### src/verilog/lsq_pkg.sv
package lsq_pkg;

	// ==========================================================
	// Queue and memory geometry
	// ==========================================================

	localparam int LSQ_ENTRIES = 8;
	localparam int LSQ_NDX_W = 3;
	localparam int MEM_WORDS = 256;
	localparam int ADDR_W = 8;
	localparam int DATA_W = 32;

	// An entry index doubles as the tag handed back on enqueue
	typedef logic [LSQ_NDX_W-1:0] lsq_ndx_t;
	typedef logic [7:0] seqnum_t;
	// Distance of an entry from the head, zero being the oldest
	typedef logic [LSQ_NDX_W-1:0] age_t;
	typedef logic [ADDR_W-1:0] word_addr_t;
	typedef logic [DATA_W-1:0] data_t;
	typedef logic [DATA_W/8-1:0] byte_en_t;
	typedef logic [1:0] memsz_t;

	// Access sizes, data always sits in the low byte lanes
	localparam memsz_t MEMSZ_BYTE = 2'd0;
	localparam memsz_t MEMSZ_HALF = 2'd1;
	localparam memsz_t MEMSZ_WORD = 2'd2;

	typedef enum logic [1:0] {
		IDLE,
		REQ,
		RETIRE
	} drain_state_t;

	// ==========================================================
	// Size helpers
	// ==========================================================

	// Byte lanes touched by an access of the given size
	function automatic byte_en_t size_be(memsz_t sz);
		case (sz)
			MEMSZ_BYTE: size_be = 4'b0001;
			MEMSZ_HALF: size_be = 4'b0011;
			MEMSZ_WORD: size_be = 4'b1111;
			default:    size_be = 4'b0000;
		endcase
	endfunction

	// Bit mask that zero-extends a load of the given size
	function automatic data_t size_mask(memsz_t sz);
		byte_en_t be;
		be = size_be(sz);
		for (int b = 0; b < DATA_W/8; b++) begin
			size_mask[b*8 +: 8] = {8{be[b]}};
		end
	endfunction

endpackage

### src/verilog/lsq_bypass_index.sv
`timescale 1ns/1ps

module lsq_bypass_index (
	input  logic [lsq_pkg::LSQ_ENTRIES-1:0] ent_valid_i,
	input  logic [lsq_pkg::LSQ_ENTRIES-1:0] ent_load_i,
	input  logic [lsq_pkg::LSQ_ENTRIES-1:0] ent_datav_i,
	input  lsq_pkg::memsz_t                 ent_size_i [lsq_pkg::LSQ_ENTRIES],
	input  lsq_pkg::word_addr_t             ent_addr_i [lsq_pkg::LSQ_ENTRIES],
	input  lsq_pkg::age_t                   ent_age_i  [lsq_pkg::LSQ_ENTRIES],
	input  lsq_pkg::lsq_ndx_t               ld_ndx_i,
	output logic                            hit_o,
	output lsq_pkg::lsq_ndx_t               fwd_ndx_o,
	output logic                            blocked_o
);
	import lsq_pkg::*;

	logic found;
	age_t best_age;
	logic ld_ok;

	// Find the youngest store that is older than the load and touches the same word.
	// Size and data validity are checked afterwards, because a younger store that
	// cannot forward hides every older one behind it
	always_comb begin
		found = 1'b0;
		best_age = '0;
		fwd_ndx_o = '0;
		for (int i = 0; i < LSQ_ENTRIES; i++) begin
			if (ent_valid_i[i] && !ent_load_i[i] &&
			    ent_age_i[i] < ent_age_i[ld_ndx_i] &&
			    ent_addr_i[i] == ent_addr_i[ld_ndx_i] &&
			    (!found || ent_age_i[i] > best_age)) begin
				found = 1'b1;
				best_age = ent_age_i[i];
				fwd_ndx_o = lsq_ndx_t'(i);
			end
		end
	end

	// The answer only means something when the chosen entry is a live load
	assign ld_ok = ent_valid_i[ld_ndx_i] && ent_load_i[ld_ndx_i];

	// Forward only from an exact size match whose data has arrived
	assign hit_o = ld_ok && found && ent_datav_i[fwd_ndx_o] &&
	               ent_size_i[fwd_ndx_o] == ent_size_i[ld_ndx_i];

	// Otherwise the load has to wait for that store to drain or get its data
	assign blocked_o = ld_ok && found && !hit_o;

endmodule

### config.mk
export PLATFORM = sky130hd
export DESIGN_NAME = lsq_bypass_index
export DESIGN_NICKNAME = d
export VERILOG_FILES = /design/src/verilog/lsq_pkg.sv /design/src/verilog/lsq_bypass_index.sv
export SDC_FILE = /design/constraint.sdc
export NUM_CORES = 1
export LEC_CHECK = 0
export ABC_CLOCK_PERIOD_IN_PS = 24600
export BUFFER_PORTS_ARGS = -buffer_cell sky130_fd_sc_hd__buf_2
export CORE_UTILIZATION = 52
export DETAILED_ROUTE_END_ITERATION = 8
export PLACE_DENSITY = 0.82
export REMOVE_ABC_BUFFERS = 1
export SETUP_SLACK_MARGIN = 0.3
export SLEW_MARGIN = 20
export SYNTH_ARGS = -nofsm -noshare
export SYNTH_HDL_FRONTEND = slang
export SYNTH_SLANG_ARGS = --single-unit
### constraint.sdc
create_clock -name vclk -period 24.6
set_clock_uncertainty 0.1 [all_clocks]
set_input_delay 3.69 -clock vclk [all_inputs]
set_output_delay 3.69 -clock vclk [all_outputs]
set_load 0.02 [all_outputs]
==> out/qor.txt <==
status - finished clean
Crit Path Class - input pin to output port
worst hold slack - 7.99 ns
vias in the first global route - 3840
Crit path arrival time - 17.58 ns
Cell Rows - 29
final setup vio count - 0
CP Launch Type - input pin
Post-DP Area - 4120 sq um
Slew HR - 0.355
remaining antenna violation count - 0
max incr delay on CP - 0.61 ns
setup TNS - 0 ns
cell depth of the worst setup path - 67
overall routing resource usage - 0.311
register area share after synthesis - 0
Final Non-Filler Cells - 611
cell area after layout - 4120 sq um
antenna cells - 0
most used cell, CP - ha_1
RSZ-0062 raised after global routing - false
Initial Util - 0.539
final max-slew violation count - 0
crit-path max FO - 53
Syn Std Cell Area - 3420 sq um
Final Wtd Congestion - 0.982
Final Hold Fails - 0
final worst path period share - 0.869
clock buffers - 0
synthesis warning total - 0
DR vias/cell - 6.20
commonest cells after routing, fill and taps aside - buf_2, mux2i_1, xnor2_1, ha_1, xor2_1
Hold Path Cell Cnt - 5
# port buffers - 136
CP max-delay cell - buf_4
most common cell after layout, fill and taps aside - buf_2
CP endpoint kind - output port
die height - 83.1 microns
grt total ovfl - 0
IO Count - 136
CP delay by family, top - compound AO/OA/AOI/OAI gates
HPWL after DPL - 9320 microns
# Post-CTS Setup Buffers - 0
worst ir drop on vdd - 0.0145 mV
area growth from synthesis to layout - 20.5%
Syn Area/Cell - 8.34 sq um
overall power - 0.0772 mW
hold-fix buffers at CTS - 0
initial antenna violation count - 0
worst-margin pin slew - 0.940 ns
MaxCap Viol Count - 0
wire length per cell - 17.7 microns
share of cells above drive strength 1 - 0.324
Placed Instances - 611
die area - 6900 sq um
drt drc - 0
Reg area - 0 sq um
global-route wire length before repair - 17900 microns
Nets - 704
Buf/Inv on CP - 9
FILL cells - 542
drt pass-1 iters - 5
WL final - 10800 microns
largest net degree at the start of global routing - 54
Syn Inst Count - 410
pwr dens - 18.8 nW/um^2
HP Start - ent_size_i[15]
Lkg Pwr - 2.02 nW
sequential cells - 0
via count - 3791
post-cts gate resize count - 0
DR iter-0 viols - 249
min Tclk post-route - 21.37 ns
core area - 6350 sq um
Max Fclk - 46.8 MHz
Min-Delay Path Class - input pin to output port
Chip Width - 83.1 microns
Netlist cell types - 64
worst hold endpoint - blocked_o
WP data required - 20.81 ns
==> area by class of cell <==
cell class	count	area, sq um	area share
multi-input cells	371	3240	0.786
inverters	26	97.6	0.0237
repair buffers	137	688	0.167
well taps	77	96.3	0.0234
==> where the power goes <==
group	leakage, nW	switching [mW]	internal, mW
sequential	0	0	0
combinational	2.02	0.0420	0.0352
clock	0	0	0
total	2.02	0.0420	0.0352
==> cells by family after synthesis <==
| group | after synthesis | synth area share |
|---|---|---|
| AOI/OAI and AO/OA | 90 | 0.192 |
| xor gates and xnor gates | 72 | 0.184 |
| adders and majority gates | 37 | 0.135 |
| buffers and inverters | 39 | 0.0534 |
| muxes | 69 | 0.246 |
| and+or+nand+nor | 103 | 0.188 |
==> layer usage <==
layer | track usage | vias to the layer above | wire [microns]
met4 | 0.114 | 0 | 382
met3 | 0.0328 | 36 | 786
met1 | 0.378 | 1755 | 4360
li1 | - | 1800 | -
met5 | 0 | - | 0
met2 | 0.563 | 200 | 5280
==> how the worst max path moves through the flow <==
| stage | startpoint | endpoint | slack [ns] |
|---|---|---|---|
| 2_1_floorplan | ld_ndx_i[0] | hit_o | 5.49 |
| 3_3_place_gp | ld_ndx_i[0] | hit_o | 3.94 |
| 3_5_place_dp | ld_ndx_i[0] | hit_o | 3.34 |
| 4_1_cts | ld_ndx_i[0] | hit_o | 3.29 |
| 5_1_grt | ld_ndx_i[0] | hit_o | 2.29 |
| 6_report | ld_ndx_i[0] | hit_o | 3.23 |
==> worst min-delay path, stage by stage <==
cell     delay, ns
buf_2         0.09
a311o_1       0.17
nor3_1        0.07
o31a_1        0.23
buf_2         0.15
==> cell usage after synthesis, drive strengths merged, types with 2 or more instances <==
master | n | area, sq um
a21boi | 2 | 15.0
a221o | 2 | 20.0
ha | 37 | 463
o221ai | 2 | 17.5
nor4b | 2 | 23.8
and2 | 3 | 18.8
and3 | 2 | 12.5
clkbuf | 3 | 12.5
o21a | 5 | 37.5
nand4b | 2 | 17.5
nand2 | 25 | 111
nand3 | 8 | 40.0
nor2 | 9 | 36.3
a211oi | 2 | 15.0
xor2 | 33 | 289
or4b | 2 | 23.8
nor4 | 11 | 81.3
a21oi | 11 | 62.6
or4 | 3 | 22.5
nand2b | 4 | 25.0
a31oi | 5 | 31.3
o31a | 6 | 52.6
a21o | 7 | 52.6
mux2 | 6 | 86.3
mux4 | 10 | 225
xnor2 | 39 | 342
o211ai | 3 | 22.5
nor3 | 4 | 47.5
and4 | 2 | 17.5
a22oi | 17 | 141
nor2b | 13 | 81.3
inv | 26 | 97.6
o21ai | 20 | 111
mux2i | 53 | 531
a311o | 2 | 20.0
buf | 10 | 72.6
nand4 | 10 | 62.6
==> metrics by stage <==
| step | worst slack (ns) | util |
|---|---|---|
| 2_1_floorplan | 5.49 | - |
| 3_3_place_gp | 3.94 | 0.649 |
| 3_5_place_dp | 3.34 | 0.649 |
| 4_1_cts | 3.29 | 0.649 |
| 5_1_grt | 2.29 | 0.649 |
| 6_report | 3.23 | 0.649 |
Note: power is estimated with default switching activity, not from simulation.
