## src/verilog/lsq_pkg.sv

```systemverilog
package lsq_pkg;

	// ==========================================================
	// Queue and memory geometry
	// ==========================================================

	localparam int LSQ_ENTRIES = 8;
	localparam int LSQ_NDX_W = 3;
	localparam int MEM_WORDS = 256;
	localparam int ADDR_W = 8;
	localparam int DATA_W = 32;

	// An entry index doubles as the tag handed back on enqueue
	typedef logic [LSQ_NDX_W-1:0] lsq_ndx_t;
	typedef logic [7:0] seqnum_t;
	// Distance of an entry from the head, zero being the oldest
	typedef logic [LSQ_NDX_W-1:0] age_t;
	typedef logic [ADDR_W-1:0] word_addr_t;
	typedef logic [DATA_W-1:0] data_t;
	typedef logic [DATA_W/8-1:0] byte_en_t;
	typedef logic [1:0] memsz_t;

	// Access sizes, data always sits in the low byte lanes
	localparam memsz_t MEMSZ_BYTE = 2'd0;
	localparam memsz_t MEMSZ_HALF = 2'd1;
	localparam memsz_t MEMSZ_WORD = 2'd2;

	typedef enum logic [1:0] {
		IDLE,
		REQ,
		RETIRE
	} drain_state_t;

	// ==========================================================
	// Size helpers
	// ==========================================================

	// Byte lanes touched by an access of the given size
	function automatic byte_en_t size_be(memsz_t sz);
		case (sz)
			MEMSZ_BYTE: size_be = 4'b0001;
			MEMSZ_HALF: size_be = 4'b0011;
			MEMSZ_WORD: size_be = 4'b1111;
			default:    size_be = 4'b0000;
		endcase
	endfunction

	// Bit mask that zero-extends a load of the given size
	function automatic data_t size_mask(memsz_t sz);
		byte_en_t be;
		be = size_be(sz);
		for (int b = 0; b < DATA_W/8; b++) begin
			size_mask[b*8 +: 8] = {8{be[b]}};
		end
	endfunction

endpackage

```

## src/verilog/lsq_load_issue.sv

```systemverilog
`timescale 1ns/1ps

module lsq_load_issue (
	input  logic                            clk_i,
	input  logic                            arst_n_i,
	input  logic [lsq_pkg::LSQ_ENTRIES-1:0] ent_valid_i,
	input  logic [lsq_pkg::LSQ_ENTRIES-1:0] ent_load_i,
	input  lsq_pkg::memsz_t                 ent_size_i [lsq_pkg::LSQ_ENTRIES],
	input  lsq_pkg::word_addr_t             ent_addr_i [lsq_pkg::LSQ_ENTRIES],
	input  lsq_pkg::data_t                  ent_data_i [lsq_pkg::LSQ_ENTRIES],
	input  lsq_pkg::age_t                   ent_age_i  [lsq_pkg::LSQ_ENTRIES],
	input  logic                            hit_i,
	input  lsq_pkg::lsq_ndx_t               fwd_ndx_i,
	input  logic                            blocked_i,
	output lsq_pkg::lsq_ndx_t               ld_ndx_o,
	output logic                            mem_req_o,
	output lsq_pkg::word_addr_t             mem_addr_o,
	input  logic                            mem_gnt_i,
	input  lsq_pkg::data_t                  mem_rdata_i,
	output logic                            ld_done_o,
	output lsq_pkg::lsq_ndx_t               ld_tag_o,
	output lsq_pkg::data_t                  ld_data_o
);
	import lsq_pkg::*;

	logic [LSQ_ENTRIES-1:0] issued;
	logic cand_found;
	age_t cand_age;
	logic rd_pend;
	lsq_ndx_t rd_tag;
	memsz_t rd_size;
	logic do_fwd;
	logic do_read;

	// The oldest live load that has not gone out yet is offered to the bypass block
	always_comb begin
		cand_found = 1'b0;
		cand_age = '0;
		ld_ndx_o = '0;
		for (int i = 0; i < LSQ_ENTRIES; i++) begin
			if (ent_valid_i[i] && ent_load_i[i] && !issued[i] &&
			    (!cand_found || ent_age_i[i] < cand_age)) begin
				cand_found = 1'b1;
				cand_age = ent_age_i[i];
				ld_ndx_o = lsq_ndx_t'(i);
			end
		end
	end

	// Returning read data owns the result port, so forwarding skips that cycle.
	// Only one memory read is in flight at a time
	assign do_fwd = cand_found && !blocked_i && hit_i && !rd_pend;
	assign do_read = cand_found && !blocked_i && !hit_i && !mem_req_o && !rd_pend;

	always_ff @(posedge clk_i or negedge arst_n_i) begin
		if (!arst_n_i) begin
			issued <= '0;
			mem_req_o <= 1'b0;
			rd_pend <= 1'b0;
			ld_done_o <= 1'b0;
		end else begin
			// A freed entry forgets that its load went out
			for (int i = 0; i < LSQ_ENTRIES; i++) begin
				if (!ent_valid_i[i]) begin
					issued[i] <= 1'b0;
				end
			end
			if (do_fwd || do_read) begin
				issued[ld_ndx_o] <= 1'b1;
			end
			// Request is held until the arbiter grants it
			if (do_read) begin
				mem_req_o <= 1'b1;
			end else if (mem_gnt_i) begin
				mem_req_o <= 1'b0;
			end
			// Memory answers in the cycle after the grant
			rd_pend <= mem_req_o && mem_gnt_i;
			ld_done_o <= do_fwd || rd_pend;
		end
	end

	always_ff @(posedge clk_i) begin
		if (do_read) begin
			rd_tag <= ld_ndx_o;
			rd_size <= ent_size_i[ld_ndx_o];
			mem_addr_o <= ent_addr_i[ld_ndx_o];
		end
		if (rd_pend) begin
			ld_tag_o <= rd_tag;
			ld_data_o <= mem_rdata_i & size_mask(rd_size);
		end else if (do_fwd) begin
			ld_tag_o <= ld_ndx_o;
			ld_data_o <= ent_data_i[fwd_ndx_i] & size_mask(ent_size_i[ld_ndx_o]);
		end
	end

endmodule

```

## config.mk

```make
export PLATFORM = sky130hd
export DESIGN_NAME = lsq_load_issue
export DESIGN_NICKNAME = d
export VERILOG_FILES = /design/src/verilog/lsq_pkg.sv /design/src/verilog/lsq_load_issue.sv
export SDC_FILE = /design/constraint.sdc
export NUM_CORES = 1
export LEC_CHECK = 0
export BUFFER_PORTS_ARGS = -buffer_cell sky130_fd_sc_hd__clkbuf_2
export CELL_PAD_IN_SITES_DETAIL_PLACEMENT = 0
export CELL_PAD_IN_SITES_GLOBAL_PLACEMENT = 1
export CORE_AREA = 3 3 180 182
export CTS_CLUSTER_SIZE = 14
export DETAILED_ROUTE_END_ITERATION = 7
export DIE_AREA = 0 0 183 185
export PLACE_DENSITY = 0.6
export SETUP_SLACK_MARGIN = 0.5
export SLEW_MARGIN = 20
export SYNTH_ARGS = -nofsm -noshare
export SYNTH_HDL_FRONTEND = slang
export SYNTH_SLANG_ARGS = --single-unit
```

## constraint.sdc

```tcl
create_clock -name clk_i -period 15.25 [get_ports clk_i]
set_input_delay 0.7625 -clock clk_i [delete_from_list [all_inputs] [get_ports clk_i]]
set_output_delay 0.7625 -clock clk_i [all_outputs]
set_load 0.01 [all_outputs]
```

==> results.py <==
metrics = {
    "status": {
        "status": "finished, final reports clean",
    },
    "worst_setup_path": {
        "startpoint_type": "input pin",
        "path_max_fanout": 16,
        "arrival_ns": 13.58,
        "cpPeakStageDelay_ns": 0.75,
        "critPathCaptureType": "flop",
        "crit_required_ns": 15.29,
        "cpMostUsedCell": "ha_1",
        "path_class": "in2reg",
        "slowest_stage": "nor2_1",
    },
    "floorplanning": {
        "core_um2": 30700,
        "dieArea_um2": 33900,
        "die_h_um": 185,
        "fp-row-count": 64,
        "start_util_pct": 18.7,
        "pin_count": 464,
        "die-width_um": 183,
    },
    "synthesis": {
        "synthAdderAreaFrac_pct": 3.91,
        "synth_nets": 944,
        "synth_edf_count": 48,
        "synth-seq-area-share_pct": 29.8,
        "syn_area_per_cell_um2": 11.3,
        "ys_warn_count": 0,
        "yosysTopAreaCell": "edfxtp_1",
        "syn_area_um2": 5760,
        "synth_cells": 510,
        "yosysUniqueCellTypes": 61,
        "synthTopCellsByArea": "edfxtp_1 (25%), mux4_2 (25%), mux2i_1 (8.5%)",
        "synth_compound_area_share_pct": 16.3,
        "yosys.area_share.simple_pct": 11.6,
        "synthXorXnorAreaFrac_pct": 0,
        "synth_commonest_cells": "mux4_2 (64), nand2_1 (51), mux2i_1 (49), o21ai_0 (49), edfxtp_1 (48)",
        "synth.top_cell.area_share_pct": 25.0,
        "synth_top_family_by_area": "multiplexers",
        "synth_most_common_cell": "mux4_2",
        "synth-main-ff-cell": "edfxtp_1",
        "async_reset_ff_share_pct": 18.6,
        "ys_seq_elements": 59,
        "synthMuxAreaShare_pct": 35.3,
    },
    "detailed_routing": {
        "drcViolationCount": 0,
        "drt-pass1-iter-count": 7,
        "routed_via_density": 4.51,
        "wl_mm": 29.0,
        "drt_iter0_markers": 272,
        "ant_nets": 0,
        "wire_per_inst_um": 21.2,
        "num_vias": 6181,
    },
    "clock_tree": {
        "worstSkewPairLatency_ns": 0.33,
        "htreeDepth": 3,
        "cts_made_buffers": 9,
        "clock_path_buffers": 2,
        "cts_sinks": 59,
        "holdBufCountCts": 0,
        "tritoncts": "yes",
        "cts-root-buf": "clkbuf_16",
        "cts.clk_slew.worst_paths_ns": 0.05,
    },
    "power_and_ir_drop": {
        "p_comb_share_pct": 49.9,
        "p_sw_share_pct": 37.4,
        "vdd_drop_max_uv": 45.6,
        "powerDensity_nw_per_um2": 99.4,
        "power_frac_seq_pct": 27.6,
        "internal-power_w": 0.000549,
        "power_w": 0.000878,
        "leakage_nw": 4.20,
        "power_switching_w": 0.000329,
        "p_clk_share_pct": 22.5,
    },
    "sta": {
        "tightest_slew_ns": 0.915,
        "finalClockSkew_ns": 0.00838,
        "fin_ws_ns": 1.71,
        "setup_viol": 0,
        "period_needed_ns": 13.54,
        "fin_setup_tns_ns": 0,
        "hold_viol_final": 0,
        "slew-limit-headroom_pct": 39.0,
        "fmax_ghz": 0.0739,
        "period_share_pct": 88.8,
        "finalMaxSlewViolations": 0,
        "rsz0062_at_grt": "false",
    },
    "finish": {
        "layout-drive-gt1-share_pct": 58.9,
        "nets": 1394,
        "area_growth_pct": 53.5,
    },
    "placed_design": {
        "dp_hpwl_mm": 25.4,
        "dp_slack_ns": 1.29,
        "port_buffers": 463,
        "place_congestion": 0.834,
    },
    "grt": {
        "grt_pass1_vias": 6473,
        "grt_max_degree": 65,
        "grtUsageTotal_pct": 16.1,
        "overflow": 0,
        "grt_antenna_before_repair": 6,
        "grt_first_pass_wirelength_mm": 40.0,
    },
    "job": {
        "cap_violations": 0,
    },
    "worst_hold_path": {
        "min_path_type": "in2async",
    },
}
[registers in the layout, indices dropped and copies added, names as in the netlist]
register,cells
issued,8
ld_data_o,32
ld_done_o,1
ld_tag_o,3
mem_addr_o,8
mem_req_o,1
rd_pend,1
rd_size,2
rd_tag,3
[power by group through the flow]
stage	Clock, W	Sequential (W)	Combinational (W)
global placement	0	0.000246	0.000437
CTS	0.000207	0.000243	0.000442
global route	0.000214	0.000246	0.000489
detailed placement	0	0.000246	0.000441
finish	0.000198	0.000242	0.000438
floorplan	0	0.000258	0.000245
[cell type report]
type	count	area (um^2)
Timing Repair Buffer	471	2380
Fill cell	3387	21900
Clock buffer	9	225
Antenna cell	8	20.0
Clock inverter	7	58.8
Tap cell	396	495
Inverter	14	52.6
Sequential cell	59	1720
Multi-Input combinational cell	405	3890
[logic make-up (layout without fill, tap and decap cells)]
| group | after synthesis | after routing |
|---|---|---|
| mux | 122 | 122 |
| flops | 59 | 59 |
| compound gates | 134 | 134 |
| simple gates | 131 | 131 |
| buf+inv | 46 | 501 |
| other cells | 0 | 8 |
| fa+ha+maj | 18 | 18 |
[layout by cell type (no fill, tap or decap), drive strengths merged, types with 2 or more instances in the layout]
master | synthesis | final
clkbuf | 20 | 471
mux4 | 64 | 64
nand2 | 51 | 51
o21ai | 51 | 51
mux2i | 49 | 49
edfxtp | 48 | 48
nor2 | 23 | 23
and2 | 22 | 22
ha | 18 | 18
inv | 14 | 14
a21oi | 12 | 12
dfrtp | 11 | 11
o21a | 9 | 9
mux2 | 9 | 9
buf | 12 | 9
a21o | 9 | 9
diode | 0 | 8
a22o | 8 | 8
nand3b | 8 | 8
nor3b | 8 | 8
o211ai | 7 | 7
a221oi | 7 | 7
nand2b | 5 | 5
clkinv | 0 | 5
a211o | 3 | 3
nor2b | 3 | 3
a32oi | 2 | 2
and3 | 2 | 2
nor3 | 2 | 2
or2 | 2 | 2
a32o | 2 | 2
a22oi | 2 | 2
o2111ai | 2 | 2
o31ai | 2 | 2
a2111oi | 2 | 2
a211oi | 2 | 2
[critical path: cells and delay by family]
family / cells / cell delay [ns]
mux: 4 / 1.16
buf+inv: 3 / 0.26
compound gates: 24 / 6.11
fa+ha+maj: 8 / 2.28
simple gates: 13 / 3.01
[per-stage QoR]
stage	cell area [um^2]	utilization, %	instances	hold slack (ns)
2_1_floorplan	5760	-	510	0.444
3_3_place_gp	8490	27.6	1341	0.457
3_5_place_dp	8490	27.6	1341	0.465
4_1_cts	8780	28.5	1357	0.335
5_1_grt	8820	28.7	1361	0.344
6_report	8840	28.7	1369	0.336
[path summary, 6_finish.rpt]
| path | slack [ns] | startpoint | cells past startpoint | to |
|---|---|---|---|---|
| min in group clk_i | 0.47 | issued[3]$_DFF_PN0_ | 2 | issued[3]$_DFF_PN0_ |
| setup reg to reg | 1.82 | issued[0]$_DFF_PN0_ | 51 | ld_data_o[24]$_DFFE_PP_ |
| max in group asynchronous | 14.66 | arst_n_i | 1 | mem_req_o$_DFFE_PN0P_ |
| hold reg to reg | 0.47 | issued[3]$_DFF_PN0_ | 2 | issued[3]$_DFF_PN0_ |
| setup / recovery | 1.71 | ent_valid_i[0] | 52 | ld_data_o[24]$_DFFE_PP_ |
| hold / removal | 0.34 | arst_n_i | 1 | issued[4]$_DFF_PN0_ |
[repair_timing]
item | CTS | global route
endpoints found under the setup margin | 0 | 32
buffers inserted | 0 | 4
gates resized for setup | 0 | 2
[per-layer routing]
layer,global-route usage (%),part of all wire (%)
met1,20.2,41
met2,26.7,50
met3,5.20,7.4
met4,4.30,1.8
met5,0,0.14
(Power assumes the default switching activity.)
