$ cat config.mk
export PLATFORM = sky130hd
export DESIGN_NAME = lsq_mem_arbiter
export DESIGN_NICKNAME = d
export VERILOG_FILES = /design/src/verilog/lsq_pkg.sv /design/src/verilog/lsq_mem_arbiter.sv
export SDC_FILE = /design/constraint.sdc
export NUM_CORES = 1
export LEC_CHECK = 0
export BUFFER_PORTS_ARGS = -buffer_cell sky130_fd_sc_hd__buf_4
export CAP_MARGIN = 20
export CORE_UTILIZATION = 23
export CTS_CLUSTER_SIZE = 16
export DETAILED_ROUTE_END_ITERATION = 7
export GPL_ROUTABILITY_DRIVEN = 0
export PLACE_DENSITY = 0.86
export SLEW_MARGIN = 20
export SYNTH_ARGS = -nofsm -noshare
export SYNTH_HDL_FRONTEND = slang
export SYNTH_SLANG_ARGS = --single-unit
$ cat constraint.sdc
create_clock -name clk_i -period 3.5 [get_ports clk_i]
set_clock_uncertainty 0.1 [all_clocks]
set_input_delay 0.525 -clock clk_i [delete_from_list [all_inputs] [get_ports clk_i]]
set_output_delay 0.525 -clock clk_i [all_outputs]
set_load 0.02 [all_outputs]
$ cat src/verilog/lsq_pkg.sv
package lsq_pkg;

	// ==========================================================
	// Queue and memory geometry
	// ==========================================================

	localparam int LSQ_ENTRIES = 8;
	localparam int LSQ_NDX_W = 3;
	localparam int MEM_WORDS = 256;
	localparam int ADDR_W = 8;
	localparam int DATA_W = 32;

	// An entry index doubles as the tag handed back on enqueue
	typedef logic [LSQ_NDX_W-1:0] lsq_ndx_t;
	typedef logic [7:0] seqnum_t;
	// Distance of an entry from the head, zero being the oldest
	typedef logic [LSQ_NDX_W-1:0] age_t;
	typedef logic [ADDR_W-1:0] word_addr_t;
	typedef logic [DATA_W-1:0] data_t;
	typedef logic [DATA_W/8-1:0] byte_en_t;
	typedef logic [1:0] memsz_t;

	// Access sizes, data always sits in the low byte lanes
	localparam memsz_t MEMSZ_BYTE = 2'd0;
	localparam memsz_t MEMSZ_HALF = 2'd1;
	localparam memsz_t MEMSZ_WORD = 2'd2;

	typedef enum logic [1:0] {
		IDLE,
		REQ,
		RETIRE
	} drain_state_t;

	// ==========================================================
	// Size helpers
	// ==========================================================

	// Byte lanes touched by an access of the given size
	function automatic byte_en_t size_be(memsz_t sz);
		case (sz)
			MEMSZ_BYTE: size_be = 4'b0001;
			MEMSZ_HALF: size_be = 4'b0011;
			MEMSZ_WORD: size_be = 4'b1111;
			default:    size_be = 4'b0000;
		endcase
	endfunction

	// Bit mask that zero-extends a load of the given size
	function automatic data_t size_mask(memsz_t sz);
		byte_en_t be;
		be = size_be(sz);
		for (int b = 0; b < DATA_W/8; b++) begin
			size_mask[b*8 +: 8] = {8{be[b]}};
		end
	endfunction

endpackage

$ cat src/verilog/lsq_mem_arbiter.sv
`timescale 1ns/1ps

module lsq_mem_arbiter (
	input  logic                clk_i,
	input  logic                arst_n_i,
	input  logic                ld_req_i,
	input  lsq_pkg::word_addr_t ld_addr_i,
	input  logic                st_req_i,
	input  lsq_pkg::word_addr_t st_addr_i,
	input  lsq_pkg::byte_en_t   st_be_i,
	input  lsq_pkg::data_t      st_wdata_i,
	output logic                ld_gnt_o,
	output logic                st_gnt_o,
	output logic                mem_en_o,
	output logic                mem_we_o,
	output lsq_pkg::word_addr_t mem_addr_o,
	output lsq_pkg::byte_en_t   mem_be_o,
	output lsq_pkg::data_t      mem_wdata_o
);
	import lsq_pkg::*;

	// Set when the store side won the most recent grant
	logic last_st;

	// Under contention the peer that did not win last time goes first
	assign ld_gnt_o = ld_req_i && (!st_req_i || last_st);
	assign st_gnt_o = st_req_i && !ld_gnt_o;

	always_ff @(posedge clk_i or negedge arst_n_i) begin
		if (!arst_n_i) begin
			last_st <= 1'b0;
		end else if (ld_gnt_o || st_gnt_o) begin
			last_st <= st_gnt_o;
		end
	end

	// Reads use the whole word, the load side extracts its lanes
	assign mem_en_o = ld_gnt_o || st_gnt_o;
	assign mem_we_o = st_gnt_o;
	assign mem_addr_o = st_gnt_o ? st_addr_i : ld_addr_i;
	assign mem_be_o = st_gnt_o ? st_be_i : byte_en_t'('1);
	assign mem_wdata_o = st_gnt_o ? st_wdata_i : data_t'('0);

endmodule

==> flow_summary_export.csv, run 1 <==
group,metric,value,unit
routing,drt-initial-drc-count,3,
timing,drv_slew,0,
power,max-vdd-ir-drop,139,µV
power,power_density,179,nW/µm²
die,core,1710,µm²
timing,fmax,0.394,GHz
timing,fin_ws,0.964,ns
logic_synthesis,syn_avg_cell_area,7.48,µm²
critical_path,r2r-end,"last_st",
logic_synthesis,yosys-top-cells-area,"and2_1 (48%), mux2_2 (13%), mux2_1 (8.1%), dfrtp_1 (6.0%), nand2b_1 (6.0%)",
final_layout,syn_to_final_growth,186,%
critical_path,crit_arrival,1.91,ns
outcome,status,"complete, no violations",
critical_path,path_max_fanout,24,
logic_synthesis,syn-num-nets,112,
final_layout,reg_top3,"last_st: 1 flops",
timing,fin_crit,2.54,ns
final_layout,nFillCells,153,
grt,grt_pass1_wl,2400,µm
clock_tree,clk_latency,0,ns
logic_synthesis,synthAdderAreaFrac,0,%
grt,grt_use_total,15.5,%
logic_synthesis,synthXorXnorAreaFrac,0,%
timing,slew_headroom,67.2,%
logic_synthesis,synth_top_cell_by_area,"and2_1",
logic_synthesis,synth_compound_area_share,7.46,%
logic_synthesis,synth_mux_area_share,21.5,%
timing,setup_violations,0,
timing,tightestPinTransition,0.491,ns
place,portBuffers,103,
critical_path,startpoint_type,"primary input",
timing,rsz0062_at_grt,"false",
logic_synthesis,synth.distinct_cells,15,
critical_path,r2r_setup_slack,2.71,ns
critical_path,worstPathRequired,2.87,ns
grt,grt_pass1_vias,554,
critical_path,criticalPathCategory,"in2out",
die,io_pins,104,
routing,drt_pass1_iterations,5,
power,p_leak,0.673,nW
routing,route.final.wire_length,1780,µm
final_layout,fin_nets,213,
final_layout,layout_commonest_cell,"buf_4",
critical_path,reg2reg_from,"last_st",
logic_synthesis,syn_inst,56,
logic_synthesis,syn_area,419,µm²
die,die_w,44.7,µm
grt,antenna_found_initial,0,
timing,setup_tns,0,ns
logic_synthesis,synth-simple-area-share,56.1,%
final_layout,most-common-layout-cells,"buf_4 (104), and2_1 (32), mux2_2 (5), nand2b_1 (4), mux2_1 (3)",
clock_tree,post-cts-setup-buffers,0,
routing,vias,725,
critical_path,r2r_cells,2,
timing,fin_crit_sh,72.5,%
job,max_cap_violations,0,
final_layout,drive_above_1_share,71.6,%
die,dieArea,2000,µm²
clock_tree,cts_resized,0,
die,initial_core_util,24.5,%
timing,final-hold-violation-count,0,
logic_synthesis,synth-seq-area-share,5.97,%
final_layout,regMostFlops,"last_st",
final_layout,largest_reg_flops,1,
routing,wl_per_cell,9.88,µm
final_layout,fin_util,70.1,%
routing,drtAntennaViolNets,0,
final_layout,diodes,0,
routing,vias_per_cell,4.03,
place,post-place-ws,0.949,ns
logic_synthesis,yosysWarnings,0,
routing,drc,0,
logic_synthesis,synth_top_family_by_area,"simple AND/OR/NAND/NOR gates",
logic_synthesis,ys_ff_latch,1,
die,rows,15,
grt,grt_start_max_net_pins,25,
place,dp_hpwl,1600,µm
grt,overflow,0,
die,die_y,44.7,µm
critical_path,endpoint_kind,"primary output",
clock_tree,clk_pin_slew_worst_paths,0,ns
logic_synthesis,synth_top_area_share,47.8,%
hold_path,hold_path_class,"in2async",
clock_tree,cts_hold_buffers,0,
[area by class of cell]
class | instances | area, µm² | area share [%]
inverters | 1 | 3.75 | 0.313
repair buffers | 104 | 781 | 65.2
multi-input cells | 49 | 357 | 29.8
well taps | 25 | 31.3 | 2.61
flip-flops and latches | 1 | 25.0 | 2.09
[logic make-up (layout without fill, tap and decap cells)]
kind of cell / after synthesis / after routing
AND/OR/NAND/NOR: 38 / 38
multiplexers: 8 / 8
buffers and inverters: 6 / 105
AO/OA/AOI/OAI: 3 / 3
flip-flops: 1 / 1
[Yosys cell counts]
cell / number
a21oi_1: 1
buf_2: 1
nor2_1: 1
clkbuf_2: 2
a21boi_0: 1
a21boi_4: 1
or2_2: 1
buf_6: 1
mux2_1: 3
buf_4: 1
inv_1: 1
and2_1: 32
dfrtp_1: 1
mux2_2: 5
nand2b_1: 4
[worst max-delay path by stage]
stage,start,to,slack (ns),depth (start not counted)
finish,ld_req_i,mem_addr_o[1],0.96,5
global route,ld_req_i,mem_addr_o[7],0.85,5
CTS,ld_req_i,mem_addr_o[1],0.94,5
detailed placement,ld_req_i,mem_addr_o[0],0.95,5
global placement,ld_req_i,mem_addr_o[0],1.0,5
floorplan,st_req_i,mem_addr_o[4],1.53,3
[per-stage QoR]
step,std cells,hold slack [ns],power (mW),cell area (µm²)
6_report,180,0.201,0.215,1200
5_1_grt,180,0.207,0.228,1200
4_1_cts,180,0.201,0.217,1200
3_5_place_dp,180,0.201,0.217,1200
3_3_place_gp,180,0.200,0.214,1200
2_1_floorplan,56,0.129,0.113,419
[worst max-delay path, cell delays in order]
cell	delay (ns)
buf_4	0.13
a21boi_4	0.42
buf_4	0.31
mux2_2	0.35
buf_4	0.16
[power by group]
| group | total, mW | switching (mW) | internal [mW] |
|---|---|---|---|
| logic | 0.199 | 0.0902 | 0.109 |
| registers | 0.0160 | 0.00247 | 0.0135 |
| clock network | 0 | 0 | 0 |
| total | 0.215 | 0.0926 | 0.122 |
[metal layers]
metal	part of all wire, %	vias to the layer above	track usage, %	routed length [µm]
li1	-	371	-	-
met1	30	308	14.8	532
met2	60	46	35.9	1070
met3	9.7	0	1.20	172
met4	0	0	0	0
met5	0	-	0	0
No activity file was read; power rests on OpenSTA's default activity.
==> run 2: changes to the inputs <==
Settings changed: CORE_UTILIZATION 23 to 21, PLACE_DENSITY 0.86 to 0.8.
Clock period 3.5 ns to 2.37 ns, I/O delays scaled along.
==> run 2 against run 1 <==
Net effect:
- core utilization shrank 3.2 points
- hold slack got worse by 0.17 ns
- design area increased by 0.63%
- sequential share of layout area barely moved
- sequential power grew 48%
- setup slack worse by 0.53 ns
- power rose by 50%
- register-to-register slack lost 1.1 ns
- first-iteration DRC count up 33%
- global-route usage is 0.82 points higher
- die area grew 9.1%
- sequential cell count stayed put
==> flow_summary_export.csv, run 2 (same netlist as run 1, synthesis figures left out) <==
group,metric,value,unit
timing,final-hold-violation-count,0,
grt,grt_pass1_vias,575,
grt,grt_pass1_wl,2590,µm
die,die_y,46.7,µm
routing,drt_pass1_iterations,2,
timing,slew_headroom,68.4,%
timing,tightestPinTransition,0.473,ns
grt,antenna_found_initial,0,
clock_tree,clk_pin_slew_worst_paths,0,ns
final_layout,reg_top3,"last_st: 1 flops",
critical_path,crit_arrival,1.48,ns
hold_path,hold_path_class,"in2async",
critical_path,cp-endpoint,"mem_wdata_o[13]",
timing,drv_slew,0,
grt,grt_start_max_net_pins,21,
final_layout,nFillCells,160,
die,initial_core_util,23.3,%
power,max-vdd-ir-drop,226,µV
critical_path,criticalPathCategory,"in2out",
routing,route.final.wire_length,2050,µm
routing,vias_per_cell,3.98,
timing,fin_crit_sh,81.6,%
timing,setup_violations,0,
final_layout,fin_nets,214,
die,core,1800,µm²
timing,fin_crit,1.93,ns
final_layout,syn_to_final_growth,187,%
outcome,status,"complete, no violations",
timing,rsz0062_at_grt,"false",
final_layout,regMostFlops,"last_st",
final_layout,layout_commonest_cell,"buf_4",
power,power.total,322,µW
final_layout,drive_above_1_share,71.8,%
final_layout,finalInstanceArea,1200,µm²
timing,setup_tns,0,ns
grt,overflow,0,
final_layout,diodes,0,
routing,vias,721,
critical_path,r2r-end,"last_st",
grt,grt_use_total,16.3,%
clock_tree,post-cts-setup-buffers,0,
place,dp_hpwl,1850,µm
power,power_density,267,nW/µm²
die,dieArea,2180,µm²
die,rows,15,
routing,drtAntennaViolNets,0,
critical_path,path_max_fanout,20,
job,max_cap_violations,0,
die,io_pins,104,
critical_path,r2r_cells,2,
final_layout,most-common-layout-cells,"buf_4 (105), and2_1 (32), mux2_2 (5), nand2b_1 (4), mux2_1 (3)",
clock_tree,cts_hold_buffers,0,
place,portBuffers,103,
routing,drt-initial-drc-count,4,
routing,drc,0,
clock_tree,cts_resized,0,
critical_path,startpoint_type,"primary input",
clock_tree,clk_latency,0,ns
final_layout,largest_reg_flops,1,
die,die_w,46.7,µm
critical_path,endpoint_kind,"primary output",
critical_path,worstPathRequired,1.91,ns
critical_path,reg2reg_from,"last_st",
timing,fin_ws,0.436,ns
critical_path,crit_path_start,"ld_req_i",
place,placed_cell_area,1200,µm²
routing,wl_per_cell,11.3,µm
critical_path,r2r_setup_slack,1.58,ns
place,post-place-ws,0.414,ns
power,p_leak,0.678,nW
timing,fmax,0.517,GHz
==> run 2: cell count changes in the layout (fill, tap and decap cells not counted) <==
cell   delta
buf_4     +1
==> run 2: layout make-up <==
cell class                 instances  area (µm²)  share of cell area (%)
inverter                           1        3.75                   0.312
multi-input combinational         49         357                    29.6
sequential                         1        25.0                    2.08
tap                               25        31.3                    2.60
timing repair buffer             105         788                    65.4
==> run 2: how the worst min path moves through the flow <==
| stage | startpoint | endpoint | cells past startpoint |
|---|---|---|---|
| 5_1_grt | arst_n_i | last_st | 1 |
| 3_5_place_dp | arst_n_i | last_st | 1 |
| 6_report | arst_n_i | last_st | 1 |
| 3_3_place_gp | arst_n_i | last_st | 1 |
| 2_1_floorplan | arst_n_i | last_st | 0 |
| 4_1_cts | arst_n_i | last_st | 1 |
==> run 2: routing by layer <==
layer  GRT usage (%)  wire (µm)
met3            2.35        260
met5               0          0
met2            31.9       1030
met1            18.7        740
met4            1.71         19
==> run 2: worst max-delay path: stages <==
cell,delay [ns]
buf_4,0.13
a21boi_4,0.41
buf_4,0.28
and2_1,0.15
buf_4,0.14
==> run 2: through the flow <==
stage | cells | utilization (%) | hold slack, ns
3_5_place_dp | 181 | 66.9 | 0.0336
6_report | 181 | 66.9 | 0.0321
3_3_place_gp | 181 | 66.9 | 0.0313
2_1_floorplan | 56 | - | -0.0401
5_1_grt | 181 | 66.9 | 0.0350
4_1_cts | 181 | 66.9 | 0.0336
==> run 2: power by group <==
group	total, mW	switching [mW]	internal (mW)
logic	0.298	0.136	0.162
clock network	0	0	0
registers	0.0236	0.00367	0.0199
