===== src/verilog/lsq_pkg.sv =====
package lsq_pkg;

	// ==========================================================
	// Queue and memory geometry
	// ==========================================================

	localparam int LSQ_ENTRIES = 8;
	localparam int LSQ_NDX_W = 3;
	localparam int MEM_WORDS = 256;
	localparam int ADDR_W = 8;
	localparam int DATA_W = 32;

	// An entry index doubles as the tag handed back on enqueue
	typedef logic [LSQ_NDX_W-1:0] lsq_ndx_t;
	typedef logic [7:0] seqnum_t;
	// Distance of an entry from the head, zero being the oldest
	typedef logic [LSQ_NDX_W-1:0] age_t;
	typedef logic [ADDR_W-1:0] word_addr_t;
	typedef logic [DATA_W-1:0] data_t;
	typedef logic [DATA_W/8-1:0] byte_en_t;
	typedef logic [1:0] memsz_t;

	// Access sizes, data always sits in the low byte lanes
	localparam memsz_t MEMSZ_BYTE = 2'd0;
	localparam memsz_t MEMSZ_HALF = 2'd1;
	localparam memsz_t MEMSZ_WORD = 2'd2;

	typedef enum logic [1:0] {
		IDLE,
		REQ,
		RETIRE
	} drain_state_t;

	// ==========================================================
	// Size helpers
	// ==========================================================

	// Byte lanes touched by an access of the given size
	function automatic byte_en_t size_be(memsz_t sz);
		case (sz)
			MEMSZ_BYTE: size_be = 4'b0001;
			MEMSZ_HALF: size_be = 4'b0011;
			MEMSZ_WORD: size_be = 4'b1111;
			default:    size_be = 4'b0000;
		endcase
	endfunction

	// Bit mask that zero-extends a load of the given size
	function automatic data_t size_mask(memsz_t sz);
		byte_en_t be;
		be = size_be(sz);
		for (int b = 0; b < DATA_W/8; b++) begin
			size_mask[b*8 +: 8] = {8{be[b]}};
		end
	endfunction

endpackage


===== src/verilog/lsq_queue.sv =====
`timescale 1ns/1ps

module lsq_queue (
	input  logic                            clk_i,
	input  logic                            arst_n_i,
	input  logic                            enq_valid_i,
	input  logic                            enq_load_i,
	input  lsq_pkg::memsz_t                 enq_size_i,
	input  lsq_pkg::word_addr_t             enq_addr_i,
	output lsq_pkg::lsq_ndx_t               enq_tag_o,
	output logic                            full_o,
	input  logic                            sdata_valid_i,
	input  lsq_pkg::lsq_ndx_t               sdata_tag_i,
	input  lsq_pkg::data_t                  sdata_i,
	input  logic                            ld_complete_i,
	input  lsq_pkg::lsq_ndx_t               ld_complete_tag_i,
	input  logic                            store_retire_i,
	output lsq_pkg::lsq_ndx_t               head_ndx_o,
	output logic [lsq_pkg::LSQ_ENTRIES-1:0] ent_valid_o,
	output logic [lsq_pkg::LSQ_ENTRIES-1:0] ent_load_o,
	output logic [lsq_pkg::LSQ_ENTRIES-1:0] ent_datav_o,
	output lsq_pkg::memsz_t                 ent_size_o [lsq_pkg::LSQ_ENTRIES],
	output lsq_pkg::word_addr_t             ent_addr_o [lsq_pkg::LSQ_ENTRIES],
	output lsq_pkg::data_t                  ent_data_o [lsq_pkg::LSQ_ENTRIES],
	output lsq_pkg::age_t                   ent_age_o  [lsq_pkg::LSQ_ENTRIES]
);
	import lsq_pkg::*;

	lsq_ndx_t tail;
	logic [LSQ_NDX_W:0] count;
	seqnum_t next_sn;
	seqnum_t ent_sn [LSQ_ENTRIES];
	logic [LSQ_ENTRIES-1:0] ent_done;
	logic accept;
	logic retire;

	assign full_o = count == (LSQ_NDX_W+1)'(LSQ_ENTRIES);
	assign accept = enq_valid_i && !full_o;
	assign enq_tag_o = tail;

	// A load at the head leaves once it has completed, a store on the drain strobe
	assign retire = ent_valid_o[head_ndx_o] &&
	                (ent_load_o[head_ndx_o] ? ent_done[head_ndx_o] : store_retire_i);

	// Sequence numbers are handed out in program order, so the wrapped
	// difference to the head number is the distance from the head
	always_comb begin
		for (int i = 0; i < LSQ_ENTRIES; i++) begin
			ent_age_o[i] = age_t'(ent_sn[i] - ent_sn[head_ndx_o]);
		end
	end

	// ==========================================================
	// Pointers and per-entry status
	// ==========================================================

	always_ff @(posedge clk_i or negedge arst_n_i) begin
		if (!arst_n_i) begin
			head_ndx_o <= '0;
			tail <= '0;
			count <= '0;
			next_sn <= '0;
			ent_valid_o <= '0;
			ent_done <= '0;
			ent_datav_o <= '0;
		end else begin
			if (accept) begin
				tail <= tail + 1'b1;
				next_sn <= next_sn + 1'b1;
				ent_valid_o[tail] <= 1'b1;
				ent_done[tail] <= 1'b0;
				ent_datav_o[tail] <= 1'b0;
			end
			// Store data is written by tag and may come any time after the enqueue
			if (sdata_valid_i) begin
				ent_datav_o[sdata_tag_i] <= 1'b1;
			end
			if (ld_complete_i) begin
				ent_done[ld_complete_tag_i] <= 1'b1;
			end
			// Entry is free from this edge on
			if (retire) begin
				head_ndx_o <= head_ndx_o + 1'b1;
				ent_valid_o[head_ndx_o] <= 1'b0;
			end
			count <= count + (LSQ_NDX_W+1)'(accept) - (LSQ_NDX_W+1)'(retire);
		end
	end

	// Payload fields are only read while the valid bit is set
	always_ff @(posedge clk_i) begin
		if (accept) begin
			ent_load_o[tail] <= enq_load_i;
			ent_size_o[tail] <= enq_size_i;
			ent_addr_o[tail] <= enq_addr_i;
			ent_sn[tail] <= next_sn;
		end
		if (sdata_valid_i) begin
			ent_data_o[sdata_tag_i] <= sdata_i;
		end
	end

endmodule


===== config.mk =====
export PLATFORM = sky130hd
export DESIGN_NAME = lsq_queue
export DESIGN_NICKNAME = d
export VERILOG_FILES = /design/src/verilog/lsq_pkg.sv /design/src/verilog/lsq_queue.sv
export SDC_FILE = /design/constraint.sdc
export NUM_CORES = 1
export LEC_CHECK = 0
export BUFFER_PORTS_ARGS = -buffer_cell sky130_fd_sc_hd__buf_4
export CORE_AREA = 2 2 174 176
export DETAILED_ROUTE_END_ITERATION = 12
export DIE_AREA = 0 0 176 178
export GPL_ROUTABILITY_DRIVEN = 0
export PLACE_DENSITY = 0.8
export SLEW_MARGIN = 20
export SYNTH_ARGS = -nofsm -noshare
export SYNTH_HDL_FRONTEND = slang
export SYNTH_SLANG_ARGS = --single-unit

===== constraint.sdc =====
create_clock -name clk_i -period 8.3 [get_ports clk_i]
set_input_delay 0.415 -clock clk_i [delete_from_list [all_inputs] [get_ports clk_i]]
set_output_delay 0.415 -clock clk_i [all_outputs]
set_load 0.005 [all_outputs]

==> results of run 1 <==
[final cells by class]
cell class	instances	area, µm²
Antenna cell	1	2.50
Clock buffer	52	1120
Clock inverter	19	204
Fill cell	1981	10500
Inverter	49	184
Multi-Input combinational cell	148	1510
Sequential cell	405	12000
Tap cell	390	488
Timing Repair Buffer	454	3410
[cells in the mapped netlist (2+ instances only)]
| cell type | number | area [µm²] |
|---|---|---|
| fa_1 | 9 | 180 |
| nor3_1 | 3 | 15.0 |
| dfrtp_1 | 37 | 926 |
| a21o_1 | 9 | 67.6 |
| inv_1 | 49 | 184 |
| nor2b_1 | 6 | 37.5 |
| clkbuf_1 | 6 | 22.5 |
| nor2_1 | 11 | 41.3 |
| xnor2_1 | 14 | 123 |
| a32oi_1 | 4 | 35.0 |
| xor2_1 | 11 | 96.3 |
| a21oi_1 | 2 | 10.0 |
| a2bb2oi_1 | 2 | 17.5 |
| nand2_1 | 20 | 75.1 |
| nand3_1 | 5 | 25.0 |
| nand2b_1 | 4 | 25.0 |
| mux2i_4 | 3 | 67.6 |
| o21ai_0 | 2 | 10.0 |
| a32o_1 | 4 | 40.0 |
| edfxtp_1 | 368 | 11100 |
| mux4_2 | 7 | 158 |
| o31ai_1 | 3 | 22.5 |
| ha_1 | 15 | 188 |
| mux4_1 | 5 | 131 |
[routing by layer]
layer	up-vias	wire, µm
met1	4005	12900
li1	3305	-
met2	360	19200
met5	-	0
met4	0	1320
met3	72	2670
[sequential cells by signal, indices dropped and copies added (netlist names), 4 cells and up]
register,flops
count,4
ent_load_o,8
ent_done,8
ent_datav_o,8
ent_addr_o,64
ent_valid_o,8
ent_sn,24
ent_data_o,256
ent_size_o,16
[path summary, 6_finish.rpt]
check                                               start                   endpoint  slack, ns  cells past startpoint
worst max register to register  head_ndx_o[0]$_DFFE_PN0P_         count[2]$_DFF_PN0_       4.88                      8
worst min-delay path                          sdata_i[24]  ent_data_o[248]$_DFFE_PP_       0.13                      1
min in group asynchronous                        arst_n_i   ent_valid_o[6]$_DFF_PN0_       0.41                      2
worst min register to register      ent_done[3]$_DFF_PN0_      ent_done[3]$_DFF_PN0_       0.49                      2
max in group asynchronous                        arst_n_i   ent_datav_o[7]$_DFF_PN0_       7.54                      2
worst max-delay path            head_ndx_o[0]$_DFFE_PN0P_              ent_age_o[17]       4.19                      7
[power groups by stage]
stage	registers, W	clock network, W	logic [W]
6_report	0.00266	0.00180	0.00135
3_3_place_gp	0.00268	0	0.00131
2_1_floorplan	0.00262	0	0.000703
3_5_place_dp	0.00270	0	0.00135
4_1_cts	0.00266	0.00183	0.00136
5_1_grt	0.00269	0.00191	0.00146
[per-stage QoR]
| stage | total power, W | utilization, % | hold slack, ns |
|---|---|---|---|
| final | 0.00581 | 64.3 | 0.135 |
| after global routing | 0.00606 | 64.3 | 0.119 |
| after CTS | 0.00585 | 64.3 | 0.112 |
| after detailed placement | 0.00405 | 59.7 | 0.408 |
| after global placement | 0.00400 | 59.7 | 0.398 |
| after floorplan | 0.00333 | - | 0.119 |
[cells by family (layout without fill, tap and decap cells)]
family	Yosys count	count (layout)	synth area share (%)
flip-flops	405	405	87.7
buffers and inverters	57	574	1.65
AND/OR/NAND/NOR	53	53	1.86
AO/OA/AOI/OAI	28	28	1.62
XOR/XNOR	25	25	1.60
adder cells (fa/ha/maj)	24	24	2.69
multiplexers	18	18	2.88
other	0	1	0
[worst max-delay path, cell delays in order (launching register included)]
cell and delay, ns:
dfrtp_1 0.97, mux4_2 0.60, o21ai_1 0.62, ha_1 0.29
fa_1 0.19, xor2_1 0.22, xnor2_1 0.14, buf_4 0.13
==> metrics.yaml, run 1 <==
global_routing:
  grt-ovfl-total: 0
  first_global_vias: 7744
  grt_use_met3_pct: 5.26
  grt_start_max_net_pins: 38
  groute.layer.met1.usage_pct: 26.7
  grt_antenna_before_repair: 1
  global_route.usage.met2_pct: 38.6
  first_pass_grt_wire_length_mm: 49.9
  grt_busiest_layer: "met2"
  gr_util_all_layers_pct: 22.0
worst_setup_path:
  cp-start-kind: "flop"
  worst_setup_path_end_kind: "output port"
  critPathRequiredTime_ns: 7.89
  worst_ep_arrival_ns: 3.69
  worst-path-max-fanout: 19
  critPathKind: "flop to output port"
layout:
  syn2layout_area_growth_pct: 38.4
  layout.cells.most_common: "buf_4"
  post_layout_inst_area_um2: 18900
  drive_above_1_share_pct: 47.3
  design.final.nets: 1178
  leading_cell_types_in_the_layout_fill_and_taps_excluded: "buf_4 (453), edfxtp_1 (368), inv_1 (49)"
  fin_cells: 1518
yosys:
  synthesis.area_per_instance_um2: 22.4
  yosys_most_used_dff: "edfxtp_1"
  ys_ff_latch: 405
  netlist-cell-type-count: 35
  synth-edff-count: 368
  synth.yosys.seq_area_share_pct: 87.7
  ys_async_sr_fraction_pct: 9.14
  mappedNetlistArea_um2: 13700
  number_of_warnings_reported_in_the_yosys_synthesis_log: 0
  synth_fp_nets: 689
  post_synth_inst_count: 610
sta:
  period_needed_ns: 4.11
  fin_setup_tns_ns: 0
  report.final.hold_viol_count: 0
  pin_slew_with_the_least_headroom_to_its_limit_ns: 0.957
  timing.final.max_slew_violations: 0
  timing.fmax_mhz: 243
  setup-violations-final: 0
  worst_clock_skew_ns: 0.00953
  layout_worst_path_cycle_share_pct: 49.5
  slew_headroom_pct: 36.2
  rsz0062_at_grt: "no"
  finalWorstSetupSlack_ns: 4.19
placement:
  placed_cells: 1445
  placement.cell_area_um2: 17600
  port_buffers: 445
  dp_slack_ns: 4.43
  post-dp-hpwl_mm: 24.7
die:
  floorplan.initialDensity_pct: 46.4
  dieWidth_um: 176
  standard_cell_rows: 63
  die_height_um: 178
  die_area_um2: 31300
  fp.coreArea_um2: 29400
  io_pins: 446
power_and_ir_drop:
  vdd.ir_drop.worst_mv: 0.218
  swShare_pct: 26.4
  power.internal_w: 0.00427
  power.share.sequential_pct: 45.8
  cellLeakagePower_nw: 7.51
  pwr-share-comb_pct: 23.2
  p_clk_share_pct: 31.0
  power.switching_w: 0.00154
  power.density_nw_per_um2: 307
status:
  status: "complete, no violations"
cts:
  clk_pin_slew_worst_paths_ns: 0.06
  clockBufferDepth: 3
  numCtsBuffers: 41
  tritoncts_clock_tree: "yes"
  cts_post_setup_buffers_inserted: 0
  ctsHoldBuffers: 1
  clkLatencyLatePin_ns: 0.51
  clock_sinks: 405
  post_cts_resized: 0
  clock-root-buffer: "clkbuf_16"
  ctsHtreeMaxLevel: 2
min_path:
  hold_path.class: "input port to flop"
drt:
  avgRoutedWirePerCell_um: 23.8
  postRouteWirelength_mm: 36.1
  antenna_left: 0
  dr_total_vias: 7742
  firstDrtPassIters: 5
  detail_route.iter0.violations: 705
  drt_drc_violations_left: 0
  post_drt_via_cell_ratio: 5.10
job:
  max_cap_violations: 0
Note: power is estimated with default switching activity, not from simulation.
==> inputs of run 2 (changes only) <==
Settings changed: ABC_AREA set to 1, CORE_AREA 2 2 174 176 to 2 2 176 178, DIE_AREA 0 0 176 178 to 0 0 178 180.
Clock period 8.3 ns to 4.13 ns, I/O delays scaled along.
==> metrics.yaml, run 2 <==
die:
  die_area_um2: 32000  # +2.3%
  standard_cell_rows: 64  # +1.6%
  fp.coreArea_um2: 30200  # +2.7%
  io_pins: 446  # unchanged
  dieWidth_um: 178  # +1.1%
  floorplan.initialDensity_pct: 46.3  # -0.10 points
  die_height_um: 180  # +1.1%
sta:
  setup-violations-final: 0  # unchanged
  slew_headroom_pct: 31.5  # -4.6 points
  timing.fmax_mhz: 293
  timing.final.max_slew_violations: 0  # unchanged
  report.final.hold_viol_count: 0  # unchanged
  rsz0062_at_grt: "no"
  pin_slew_with_the_least_headroom_to_its_limit_ns: 1.02  # +0.0670 ns
  period_needed_ns: 3.41
  fin_setup_tns_ns: 0  # unchanged
  fin_hold_ws_ns: 0.0265  # -0.108 ns
  worst_clock_skew_ns: 0.0326  # +0.0231 ns
  layout_worst_path_cycle_share_pct: 82.5
power_and_ir_drop:
  power.density_nw_per_um2: 599  # +95%
  cellLeakagePower_nw: 8.02  # +6.8%
  vdd.ir_drop.worst_mv: 0.461  # +110%
  power_w: 0.0118  # +100%
yosys:
  synthesis.area_per_instance_um2: 18.3  # -18%
  synth_largest_area_cell: "edfxtp_1"
  number_of_warnings_reported_in_the_yosys_synthesis_log: 0  # unchanged
  netlist-cell-type-count: 31  # -11%
  synth.most_common_cell: "edfxtp_1"
  synth.yosys.seq_area_share_pct: 85.6  # -2.1 points
  ys_async_sr_fraction_pct: 9.14  # unchanged
  ys_ff_latch: 405  # unchanged
  top_cells_by_area_synth: "edfxtp_1 (79%), dfrtp_1 (6.6%), nand2_1 (2.5%), inv_1 (2.2%), ha_1 (1.3%)"
  synth_fp_nets: 844  # +22%
  synth.top_cell.area_share_pct: 79.0  # -1.9 points
  yosys_most_used_dff: "edfxtp_1"
  mappedNetlistArea_um2: 14000  # +2.5%
  post_synth_inst_count: 765  # +25%
  synth-edff-count: 368  # unchanged
  synth_common_cells: "edfxtp_1 (368), nand2_1 (92), inv_1 (81), dfrtp_1 (37), nor2_1 (31)"
placement:
  post-dp-hpwl_mm: 25.7  # +4.0%
  port_buffers: 445  # unchanged
  placement.cell_area_um2: 17900  # +1.7%
layout:
  post_layout_inst_area_um2: 19700  # +4.2%
  n_antenna_cell: 0  # -1
  top_regs: "ent_data_o x256, ent_addr_o x64, ent_sn x24"
  leading_cell_types_in_the_layout_fill_and_taps_excluded: "buf_4 (451), edfxtp_1 (368), nand2_1 (92)"
  layout.cells.most_common: "buf_4"
  drive_above_1_share_pct: 40.6  # -6.7 points
  layout.filler_cells: 1981  # unchanged
  design.final.nets: 1379  # +17%
  top_register: "ent_data_o"
  largest_register_ff_count: 256  # unchanged
  syn2layout_area_growth_pct: 40.7
  postLayoutCoreUtil_pct: 65.2  # +0.96 points
global_routing:
  gr_util_all_layers_pct: 24.4  # +2.3 points
  first_global_vias: 8876  # +15%
  first_pass_grt_wire_length_mm: 57.3  # +15%
  grt_start_max_net_pins: 38  # unchanged
  grt-ovfl-total: 0  # unchanged
  grt_antenna_before_repair: 0  # -1
cts:
  clock_sinks: 405  # unchanged
  numCtsBuffers: 40  # -2.4%
  clockBufferDepth: 3  # unchanged
  ctsHtreeMaxLevel: 2  # unchanged
  clkLatencyLatePin_ns: 0.54  # +0.03 ns
  clk_pin_slew_worst_paths_ns: 0.06  # about the same
  post_cts_resized: 0  # unchanged
  tritoncts_clock_tree: "yes"
  cts_post_setup_buffers_inserted: 0  # unchanged
  clock-root-buffer: "clkbuf_16"
worst_setup_path:
  worst-path-max-fanout: 29  # +10
  critPathKind: "flop to output port"
  crit_path_max_incr_delay_ns: 0.67  # -0.30 ns
  worst_ep_arrival_ns: 3.20  # -0.49 ns
  timing.critical_path.slowest_stage_cell: "fa_1"
  critPathRequiredTime_ns: 3.92  # -3.97 ns
  worstPathCellList: "inv_2 > a21oi_1 > o21ai_0 > nand4_1 > fa_1 > xnor2_1 > xor2_1 > buf_4"
  cp-start-kind: "flop"
  worst_setup_path_end_kind: "output port"
min_path:
  hold_path.class: "input port to flop"
drt:
  detail_route.iter0.violations: 799  # +13%
  post_drt_via_cell_ratio: 5.00  # -2.0%
  drt_drc_violations_left: 0  # unchanged
  firstDrtPassIters: 5  # unchanged
  dr_total_vias: 8616  # +11%
  postRouteWirelength_mm: 39.6  # +9.6%
  avgRoutedWirePerCell_um: 23.0  # -3.5%
  antenna_left: 0  # unchanged
job:
  max_cap_violations: 0  # unchanged
status:
  status: "complete, no violations"
[run 2: final timing paths]
| check | from | to | slack (ns) | cells after the start |
|---|---|---|---|---|
| min reg2reg | ent_datav_o[7]$_DFF_PN0_ | ent_datav_o[7]$_DFF_PN0_ | 0.50 | 2 |
| max reg2reg | head_ndx_o[2]$_DFFE_PN0P_ | count[2]$_DFF_PN0_ | 1.45 | 9 |
| min in group asynchronous | arst_n_i | ent_done[4]$_DFF_PN0_ | 0.19 | 2 |
| max | head_ndx_o[0]$_DFFE_PN0P_ | ent_age_o[20] | 0.72 | 8 |
| max in group asynchronous | arst_n_i | ent_done[7]$_DFF_PN0_ | 3.59 | 2 |
| min | ld_complete_tag_i[2] | ent_done[6]$_DFF_PN0_ | 0.03 | 3 |
[run 2: worst max-delay path: cells and delay by family (launching register included)]
| kind | cells | cell delay (ns) |
|---|---|---|
| xor+xnor | 2 | 0.36 |
| compound gates | 2 | 0.23 |
| flops | 1 | 0.39 |
| buf+inv | 2 | 0.47 |
| fa+ha+maj | 1 | 0.67 |
| simple gates | 1 | 0.56 |
[run 2: layout make-up]
type | count | area [µm²] | area share (%)
Inverter | 86 | 323 | 1.64
Sequential cell | 405 | 12000 | 60.8
Timing Repair Buffer | 502 | 3960 | 20.1
Multi-Input combinational cell | 265 | 1680 | 8.51
Clock inverter | 20 | 220 | 1.12
Clock buffer | 50 | 1040 | 5.27
Tap cell | 396 | 495 | 2.52
[run 2: what timing repair did]
item | 4_1_cts | 5_1_grt
endpoints found under the hold margin | 385 | 0
hold buffers | 45 | 0
endpoints found under the setup margin | 0 | 0
[run 2: routing by layer]
metal | up-vias | track usage, % | part of all wire [%]
li1 | 3810 | - | -
met1 | 4197 | 28.7 | 35
met2 | 522 | 41.8 | 51
met3 | 87 | 8.35 | 11
met4 | 0 | 7.74 | 3.1
met5 | - | 0 | 0
[run 2: stage by stage]
stage	worst slack, ns	instances
finish	0.722	1724
global route	0.463	1724
CTS	0.693	1718
detailed placement	1.25	1603
global placement	1.34	1603
floorplan	1.36	765
[run 2: power by group]
part	total [W]	internal (W)	switching [W]	leakage [nW]
Sequential	0.00524	0.00497	0.000263	3.78
Clock	0.00351	0.00199	0.00152	0.601
Combinational	0.00305	0.00139	0.00166	3.64
Total	0.0118	0.00835	0.00344	8.02
[run 2: logic make-up after synthesis]
kind of cell    count (synthesis)  synth area share, %
fa+ha+maj                      24                 2.63
xor+xnor                       23                 1.44
compound gates                 50                 2.00
simple gates                  168                 5.45
flops                         405                 85.6
buf+inv                        95                 2.89
